[config.mk]
export PLATFORM = sky130hd
export DESIGN_NAME = fabric_top
export DESIGN_NICKNAME = d
export VERILOG_FILES = /design/src/common/fabric_pkg.sv /design/src/common/wb_pkg.sv /design/src/config/wb_config_regs.sv /design/src/config/config_shifter.sv /design/src/clb/clb_tile.sv /design/src/clb/clb_column.sv /design/src/source/fabric_top.sv
export VERILOG_INCLUDE_DIRS = /design/src /design/src/common
export SDC_FILE = /design/constraint.sdc
export NUM_CORES = 1
export LEC_CHECK = 0
export BUFFER_PORTS_ARGS = -buffer_cell sky130_fd_sc_hd__buf_2
export CAP_MARGIN = 20
export CORE_UTILIZATION = 30
export DETAILED_ROUTE_END_ITERATION = 8
export SLEW_MARGIN = 20
export SYNTH_ARGS = -nofsm -noshare
export SYNTH_HDL_FRONTEND = slang
export SYNTH_HIERARCHICAL = 1
export SYNTH_SLANG_ARGS = --single-unit
[constraint.sdc]
create_clock -name wb_clk_i -period 4.5 [get_ports wb_clk_i]
set_input_delay 0.9 -clock wb_clk_i [delete_from_list [all_inputs] [get_ports wb_clk_i]]
set_output_delay 0.9 -clock wb_clk_i [all_outputs]
set_load 0.01 [all_outputs]
[src/common/fabric_defs.svh]
`ifndef FABRIC_DEFS_SVH
`define FABRIC_DEFS_SVH

// Grid size
`define FABRIC_MX 3
`define FABRIC_MY 4

// LUT inputs per tile
`define LUT_K 4

// Truth table plus register-select bit on top
`define TILE_CFG_W 17

// Register window, address bits 31:8 must match
`define CFG_BASE_ADDR 32'h3000_0000

// Register offsets inside the window
`define REG_CTRL   8'h00
`define REG_DATA   8'h04
`define REG_STATUS 8'h08
`define REG_ENABLE 8'h0C

`endif

[src/common/fabric_pkg.sv]
`include "fabric_defs.svh"

package fabric_pkg;

// One tile's LUT inputs
typedef logic [`LUT_K-1:0] lut_in_t;

// Truth table, one bit per input combination
typedef logic [(1 << `LUT_K)-1:0] lut_tt_t;

// Config word as shifted into a tile
typedef logic [`TILE_CFG_W-1:0] tile_cfg_t;

// Column select from CTRL
typedef logic [$clog2(`FABRIC_MX)-1:0] col_idx_t;

// One bit per column
typedef logic [`FABRIC_MX-1:0] col_mask_t;

endpackage

[src/common/wb_pkg.sv]
package wb_pkg;

// Wishbone classic bus fields
typedef logic [31:0] wb_addr_t;
typedef logic [31:0] wb_data_t;
typedef logic [3:0]  wb_sel_t;

// Config shifter FSM
typedef enum logic [0:0] {
  SHIFT_IDLE = 1'b0,
  SHIFT_RUN  = 1'b1
} shift_state_t;

endpackage

[src/config/wb_config_regs.sv]
`timescale 1ns/100ps
`include "fabric_defs.svh"

module wb_config_regs (
  input  logic                  wb_clk_i,
  input  logic                  arst_n_i,
  input  logic                  wbs_cyc_i,
  input  logic                  wbs_stb_i,
  input  logic                  wbs_we_i,
  input  wb_pkg::wb_sel_t       wbs_sel_i,
  input  wb_pkg::wb_addr_t      wbs_addr_i,
  input  wb_pkg::wb_data_t      wbs_data_i,
  input  logic                  busy_i,
  output logic                  wbs_ack_o,
  output wb_pkg::wb_data_t      wbs_data_o,
  output logic                  load_o,
  output fabric_pkg::col_idx_t  load_col_o,
  output fabric_pkg::tile_cfg_t cfg_word_o,
  output fabric_pkg::col_mask_t col_en_o
);

localparam wb_pkg::wb_addr_t BASE_ADDR = `CFG_BASE_ADDR;

logic                  hit;
logic                  req;
logic [7:0]            offset;
wb_pkg::wb_data_t      wmask;
wb_pkg::wb_data_t      rd_data;
fabric_pkg::col_idx_t  ctrl_col_q;
fabric_pkg::tile_cfg_t data_q;
fabric_pkg::col_mask_t enable_q;
logic                  overrun_q;

// Keep the old bits where the byte lane is not selected
function automatic wb_pkg::wb_data_t merge_bytes(
  input wb_pkg::wb_data_t old_v,
  input wb_pkg::wb_data_t new_v,
  input wb_pkg::wb_data_t mask
);
  return (old_v & ~mask) | (new_v & mask);
endfunction

assign hit    = (wbs_addr_i[31:8] == BASE_ADDR[31:8]);
assign offset = wbs_addr_i[7:0];

// New request only outside the ack cycle
assign req = wbs_cyc_i && wbs_stb_i && hit && !wbs_ack_o;

always_comb begin
  for (int b = 0; b < 4; b++) begin
    wmask[8*b +: 8] = {8{wbs_sel_i[b]}};
  end
end

always_comb begin
  case (offset)
    `REG_CTRL:   rd_data = wb_pkg::wb_data_t'(ctrl_col_q);
    `REG_DATA:   rd_data = wb_pkg::wb_data_t'(data_q);
    `REG_STATUS: rd_data = {7'b0, data_q, 6'b0, overrun_q, busy_i};
    `REG_ENABLE: rd_data = wb_pkg::wb_data_t'(enable_q);
    default:     rd_data = '0;
  endcase
end

always_ff @(posedge wb_clk_i or negedge arst_n_i) begin
  if (!arst_n_i) begin
    wbs_ack_o  <= 1'b0;
    wbs_data_o <= '0;
    load_o     <= 1'b0;
    ctrl_col_q <= '0;
    data_q     <= '0;
    enable_q   <= '0;
    overrun_q  <= 1'b0;
  end else begin
    wbs_ack_o <= req;
    load_o    <= 1'b0;
    if (req && !wbs_we_i) begin
      wbs_data_o <= rd_data;
    end
    if (req && wbs_we_i) begin
      case (offset)
        `REG_CTRL: begin
          ctrl_col_q <= fabric_pkg::col_idx_t'(merge_bytes(
            wb_pkg::wb_data_t'(ctrl_col_q), wbs_data_i, wmask));
        end
        `REG_DATA: begin
          // Shifter still running, drop the word
          if (busy_i) begin
            overrun_q <= 1'b1;
          end else begin
            data_q <= fabric_pkg::tile_cfg_t'(merge_bytes(
              wb_pkg::wb_data_t'(data_q), wbs_data_i, wmask));
            load_o <= 1'b1;
          end
        end
        `REG_STATUS: begin
          if (wmask[1] && wbs_data_i[1]) begin
            overrun_q <= 1'b0;
          end
        end
        `REG_ENABLE: begin
          enable_q <= fabric_pkg::col_mask_t'(merge_bytes(
            wb_pkg::wb_data_t'(enable_q), wbs_data_i, wmask));
        end
        default: ;
      endcase
    end
  end
end

// CTRL cannot change during the ack cycle, so it travels with load
assign load_col_o = ctrl_col_q;
assign cfg_word_o = data_q;
assign col_en_o   = enable_q;

a_ack_single: assert property (@(posedge wb_clk_i) disable iff (!arst_n_i)
  wbs_ack_o |=> !wbs_ack_o)
  else $error("wb_config_regs: ack held for two cycles");

endmodule

[src/config/config_shifter.sv]
`timescale 1ns/100ps
`include "fabric_defs.svh"

module config_shifter (
  input  logic                  wb_clk_i,
  input  logic                  arst_n_i,
  input  logic                  load_i,
  input  fabric_pkg::col_idx_t  load_col_i,
  input  fabric_pkg::tile_cfg_t cfg_word_i,
  output logic                  busy_o,
  output logic                  cfg_bit_o,
  output fabric_pkg::col_mask_t shift_en_o
);

// Count of the final bit of a word
localparam logic [4:0] LAST_BIT = 5'(`TILE_CFG_W - 1);

wb_pkg::shift_state_t  state_q;
fabric_pkg::tile_cfg_t word_q;
fabric_pkg::col_idx_t  col_q;
logic [4:0]            cnt_q;

always_ff @(posedge wb_clk_i or negedge arst_n_i) begin
  if (!arst_n_i) begin
    state_q <= wb_pkg::SHIFT_IDLE;
    word_q  <= '0;
    col_q   <= '0;
    cnt_q   <= '0;
  end else begin
    case (state_q)
      wb_pkg::SHIFT_IDLE: begin
        if (load_i) begin
          word_q  <= cfg_word_i;
          col_q   <= load_col_i;
          cnt_q   <= '0;
          state_q <= wb_pkg::SHIFT_RUN;
        end
      end
      wb_pkg::SHIFT_RUN: begin
        // LSB goes out first
        word_q <= word_q >> 1;
        cnt_q  <= cnt_q + 5'd1;
        if (cnt_q == LAST_BIT) begin
          state_q <= wb_pkg::SHIFT_IDLE;
        end
      end
      default: state_q <= wb_pkg::SHIFT_IDLE;
    endcase
  end
end

assign busy_o    = (state_q == wb_pkg::SHIFT_RUN);
assign cfg_bit_o = word_q[0];

// Only the latched column sees shift pulses
always_comb begin
  for (int c = 0; c < `FABRIC_MX; c++) begin
    shift_en_o[c] = busy_o && (col_q == fabric_pkg::col_idx_t'(c));
  end
end

a_no_load_busy: assert property (@(posedge wb_clk_i) disable iff (!arst_n_i)
  load_i |-> !busy_o)
  else $error("config_shifter: load arrived while busy");

a_shift_onehot: assert property (@(posedge wb_clk_i) disable iff (!arst_n_i)
  $onehot0(shift_en_o))
  else $error("config_shifter: shift_en not one-hot, %h", shift_en_o);

endmodule

[src/clb/clb_tile.sv]
`timescale 1ns/100ps
`include "fabric_defs.svh"

module clb_tile (
  input  logic                wb_clk_i,
  input  logic                arst_n_i,
  input  logic                shift_en_i,
  input  logic                cfg_bit_i,
  output logic                cfg_bit_o,
  input  logic                en_i,
  input  fabric_pkg::lut_in_t lut_in_i,
  output logic                out_o
);

fabric_pkg::tile_cfg_t cfg_q;
fabric_pkg::lut_tt_t   truth_tbl;
logic                  reg_sel;
logic                  lut_out;
logic                  out_q;

// Config chain, new bits enter at the top
always_ff @(posedge wb_clk_i or negedge arst_n_i) begin
  if (!arst_n_i) begin
    cfg_q <= '0;
  end else if (shift_en_i) begin
    cfg_q <= {cfg_bit_i, cfg_q[`TILE_CFG_W-1:1]};
  end
end

// Bit 0 falls through to the next tile
assign cfg_bit_o = cfg_q[0];

assign truth_tbl = cfg_q[(1 << `LUT_K)-1:0];
assign reg_sel   = cfg_q[`TILE_CFG_W-1];

// LUT lookup
assign lut_out = truth_tbl[lut_in_i];

// Output flop, gated by the column enable
always_ff @(posedge wb_clk_i or negedge arst_n_i) begin
  if (!arst_n_i) begin
    out_q <= 1'b0;
  end else if (en_i) begin
    out_q <= lut_out;
  end
end

assign out_o = reg_sel ? out_q : lut_out;

endmodule

[src/clb/clb_column.sv]
`timescale 1ns/100ps
`include "fabric_defs.svh"

module clb_column #(
  parameter int MY = 4
) (
  input  logic                wb_clk_i,
  input  logic                arst_n_i,
  input  logic                shift_en_i,
  input  logic                cfg_bit_i,
  input  logic                en_i,
  input  fabric_pkg::lut_in_t gpio_i,
  output logic                out_o
);

// Serial config links from the column input at entry 0 to the last tile's output
logic [MY:0]   cfg_chain;
// Tile outputs that feed input 3 of the next tile
logic [MY-1:0] out_chain;

assign cfg_chain[0] = cfg_bit_i;

for (genvar k = 0; k < MY; k++) begin : g_tile
  fabric_pkg::lut_in_t tile_in;

  if (k == 0) begin : g_first
    assign tile_in = gpio_i;
  end else begin : g_rest
    assign tile_in = {out_chain[k-1], gpio_i[`LUT_K-2:0]};
  end

  clb_tile u_tile (
    .wb_clk_i   (wb_clk_i),
    .arst_n_i   (arst_n_i),
    .shift_en_i (shift_en_i),
    .cfg_bit_i  (cfg_chain[k]),
    .cfg_bit_o  (cfg_chain[k+1]),
    .en_i       (en_i),
    .lut_in_i   (tile_in),
    .out_o      (out_chain[k])
  );
end

assign out_o = out_chain[MY-1];

endmodule

[src/source/fabric_top.sv]
`timescale 1ns/100ps
`include "fabric_defs.svh"

module fabric_top (
  input  logic                         wb_clk_i,
  input  logic                         arst_n_i,

  // Wishbone slave
  input  logic                         wbs_cyc_i,
  input  logic                         wbs_stb_i,
  input  logic                         wbs_we_i,
  input  wb_pkg::wb_sel_t              wbs_sel_i,
  input  wb_pkg::wb_addr_t             wbs_addr_i,
  input  wb_pkg::wb_data_t             wbs_data_i,
  output logic                         wbs_ack_o,
  output wb_pkg::wb_data_t             wbs_data_o,

  // Fabric pins
  input  logic [`FABRIC_MX*`LUT_K-1:0] gpio_in_i,
  output logic [`FABRIC_MX-1:0]        gpio_out_o
);

logic                  load;
fabric_pkg::col_idx_t  load_col;
fabric_pkg::tile_cfg_t cfg_word;
fabric_pkg::col_mask_t col_en;
logic                  busy;
logic                  cfg_bit;
fabric_pkg::col_mask_t shift_en;

wb_config_regs u_regs (
  .wb_clk_i   (wb_clk_i),
  .arst_n_i   (arst_n_i),
  .wbs_cyc_i  (wbs_cyc_i),
  .wbs_stb_i  (wbs_stb_i),
  .wbs_we_i   (wbs_we_i),
  .wbs_sel_i  (wbs_sel_i),
  .wbs_addr_i (wbs_addr_i),
  .wbs_data_i (wbs_data_i),
  .busy_i     (busy),
  .wbs_ack_o  (wbs_ack_o),
  .wbs_data_o (wbs_data_o),
  .load_o     (load),
  .load_col_o (load_col),
  .cfg_word_o (cfg_word),
  .col_en_o   (col_en)
);

config_shifter u_shifter (
  .wb_clk_i   (wb_clk_i),
  .arst_n_i   (arst_n_i),
  .load_i     (load),
  .load_col_i (load_col),
  .cfg_word_i (cfg_word),
  .busy_o     (busy),
  .cfg_bit_o  (cfg_bit),
  .shift_en_o (shift_en)
);

// All columns share the serial bit, shift_en picks the target
for (genvar c = 0; c < `FABRIC_MX; c++) begin : g_col
  clb_column #(
    .MY(`FABRIC_MY)
  ) u_col (
    .wb_clk_i   (wb_clk_i),
    .arst_n_i   (arst_n_i),
    .shift_en_i (shift_en[c]),
    .cfg_bit_i  (cfg_bit),
    .en_i       (col_en[c]),
    .gpio_i     (gpio_in_i[c*`LUT_K +: `LUT_K]),
    .out_o      (gpio_out_o[c])
  );
end

endmodule

==> results.md <==
* Root Driver: clkbuf_16
* Clock H-tree levels at 2
* Crit path largest cell delay at 0.29 ns
* Total grt overflow at 0
* RePlAce Congestion at 0.754
* Max-slew violations at 0
* Layout cells sized above 1 at 49.8%
* Critical Path Slowest Stage Cell: mux2_4
* Finished Layout Cells at 1,704
* Pwr/cell area at 356 nW/µm²
* Worst path buffer plus inverter count at 6
* CP most frequent cell: mux2_4
* Initial antenna violation count at 1
* Sequential share of the synthesized area at 54.2%
* Slew headroom at between 30% and 40%
* CORE AREA at 44,200 µm²
* Slew @ Worst Pin at 0.941 ns
* Worst setup EP type: primary output
* DRT Pass-1 Iters at 4
* PortBufs at 97
* Worst vdd ir at 0.000197 V
* Grt met1 use at 15.4%
* Distinct cells, synth at 43
* Worst path required time at roughly 3.6 ns
* Crit share post-route at ~99%
* Busiest grt layer: met2
* First-pass GRT wire length at 42,800 µm
* WL final at 26,100 µm
* Pin count of the biggest net entering global routing at 120
* Synth warn at 6
* Area Growth Syn to Fin at 20.3%
* Synthesized instance count at 972
* WL per Instance at 15.3 µm
* Row count at 77
* Post-Place Cells at 1,640
* Crit Path Max Fanout at 5
* CP delay by family, top: multiplexers
* Synth Cell Area at 13,400 µm²
* Synthesis-stage register bit count at 291
* Global-route track usage on met3 at 2.02%
* Total GRT Usage at 11.6%
* CTS tree: built
* Vias in the first global route at 8,313
* Final min period at 4.48 ns
* F_max at roughly 220 MHz
* Critical path class: in2out
* Setup TNS at 0 ns
* Synth top area cells: dfrtp_1 (54%), mux2_2 (25%), mux4_1 (4.9%), nand2_1 (2.3%), o221ai_1 (1.6%)
* Final ANT Viol Nets at 0
* Status: completed
* Most common cell after layout, fill and taps aside: dfrtp_1
* DR iter-0 viols at about 370
* Final Hold Vio Count at 0
* # hold bufs at CTS at 0
* Final net count at ~1,200
* Top cell type's share of synthesized area at 54.2%
* Critical Path AT at between 3 and 4 ns
* Power Total at 5.76 mW
* Worst hold-check path type: in2async
* Boundary pin count at approximately 120
* Starting Density at a little under a third
* Clk_lat worst skew at 0.50 ns
* Total die area at 45,700 µm²
* Number of buffers created by CTS at 34
* Bufs on Longest Clock Path at 3
* Endpoints failing setup at 0
* Worst setup SP type: input port
* Leakage at roughly 8 nW
* Met2 Use GR at 19.2%
* Chip height at 214 µm
* # clock sinks at 291
* DRC Markers at 0
* Die width at 214 µm
* Clock Skew at 0.0124 ns
* Vias at approximately 8,000
* Clock transition at path regs at ~0.05 ns
* RSZ-0062 raised after global routing: yes
* Yosys top cell by area: dfrtp_1
* Worst-path cell chain: buf_12, buf_6, mux2_4, o221ai_2, o22ai_2, mux2_4, inv_2, o221ai_2, o22ai_2, mux2_4, inv_2, o221ai_2, o22ai_2, mux2_4, inv_2, o221ai_2, o22ai_2, mux2_4, buf_6
* DR vias/cell at 4.75
* Avg Inst Size Synth at roughly 14 µm²
* Max-cap violations at 0
* Most frequent cells in the layout: dfrtp_1 (291), mux2_2 (279), buf_2 (90)
* DP HPWL at 17,100 µm
-- power breakdown --
group / internal (mW) / total, mW / switching (mW)
registers: 2.62 / 2.62 / 0.00000000195
clock network: 1.82 / 2.87 / 1.05
logic: 0.120 / 0.272 / 0.152
-- flip-flops by register name, indices dropped and copies added (netlist names), named ones only --
signal / cells
u_shifter/busy_o: 1
u_regs/load_o: 1
u_shifter/word_q: 17
u_shifter/cnt_q: 5
u_shifter/col_q: 2
u_regs/wbs_ack_o: 1
g_col.u_col/g_tile.u_tile/out_q: 12
u_regs/wbs_data_o: 25
g_col.u_col/g_tile.u_tile/cfg_q: 204
u_regs/overrun_q: 1
-- through the flow --
| stage | worst slack, ns | hold WS, ns | cell area [µm²] | utilization, % |
|---|---|---|---|---|
| 3_3_place_gp | -0.254 | 0.450 | 14600 | 33.0 |
| 2_1_floorplan | 0.199 | 0.442 | 13500 | - |
| 3_5_place_dp | -0.319 | 0.465 | 14600 | 33.0 |
| 4_1_cts | -0.0615 | 0.479 | 16100 | 36.4 |
| 5_1_grt | -0.125 | 0.509 | 16200 | 36.6 |
| 6_report | 0.0243 | 0.469 | 16200 | 36.6 |
-- what timing repair did --
item	CTS	global route
pin swaps	20	17
setup buffers	2	0
hold endpoints to repair	0	0
setup endpoints to repair	3	3
gates resized for setup	85	9
-- layout make-up --
cell class	count	area, µm²
Antenna cell	1	2.50
Clock inverter	14	173
Clock buffer	47	1020
Inverter	16	60.1
Fill cell	4227	28100
Multi-Input combinational cell	608	6010
Sequential cell	291	7280
Timing Repair Buffer	135	876
Tap cell	592	741
-- cell usage after synthesis --
cell,n
nor2_1,30
and3_1,2
conb_1,1
or4b_1,1
ha_1,2
mux2i_1,17
nand4_1,3
a21o_1,1
nor3b_4,2
dfrtp_1,291
nor2b_2,1
or3_1,1
nand3_1,6
a21oi_1,2
xnor2_1,1
mux2_4,1
buf_1,12
mux2_2,297
mux4_1,25
buf_4,10
o221ai_1,24
clkbuf_1,10
o22ai_1,13
nor4bb_1,1
nor2b_1,3
inv_1,16
buf_2,16
xor2_1,1
and2_1,1
o21ai_0,25
or2b_1,12
buf_6,15
mux2_1,4
nand2_1,81
mux4_2,1
o31ai_2,1
o21ai_1,17
a22o_1,10
nor2_4,1
and3b_1,1
nor3b_1,4
nand2b_1,2
nor4_1,7
-- routing by layer --
layer  share of wire (%)  up-vias
met3                 3.5       44
met5                   0        -
met4                 2.0        0
met2                  47      140
li1                    -     3782
met1                  47     4121
-- final timing paths --
kind,from,to,slack (ns),cells after the start
min,arst_n_i,g_col[1].u_col/g_tile[0].u_tile/cfg_q[5],0.47,1
max,gpio_in_i[4],gpio_out_o[1],0.02,19
max in group asynchronous,arst_n_i,g_col[2].u_col/g_tile[3].u_tile/cfg_q[9],2.98,2
max reg2reg,g_col[1].u_col/g_tile[0].u_tile/cfg_q[13],g_col[1].u_col/g_tile[3].u_tile/out_q,1.39,17
min in group wb_clk_i,u_regs/wbs_data_o[1],u_regs/wbs_data_o[1],0.47,2
min reg2reg,u_regs/wbs_data_o[1],u_regs/wbs_data_o[1],0.47,2
-- cell families (layout without fill, tap and decap cells) --
kind of cell	Yosys count	in the layout	synth area share, %
other	1	8	0.0279
adder cells (fa/ha/maj)	2	2	0.186
XOR/XNOR	2	2	0.130
AND/OR/NAND/NOR	159	159	5.74
flip-flops	291	291	54.2
buffers and inverters	79	212	3.47
AO/OA/AOI/OAI	93	93	4.61
multiplexers	345	345	31.7
(Power assumes the default switching activity.)
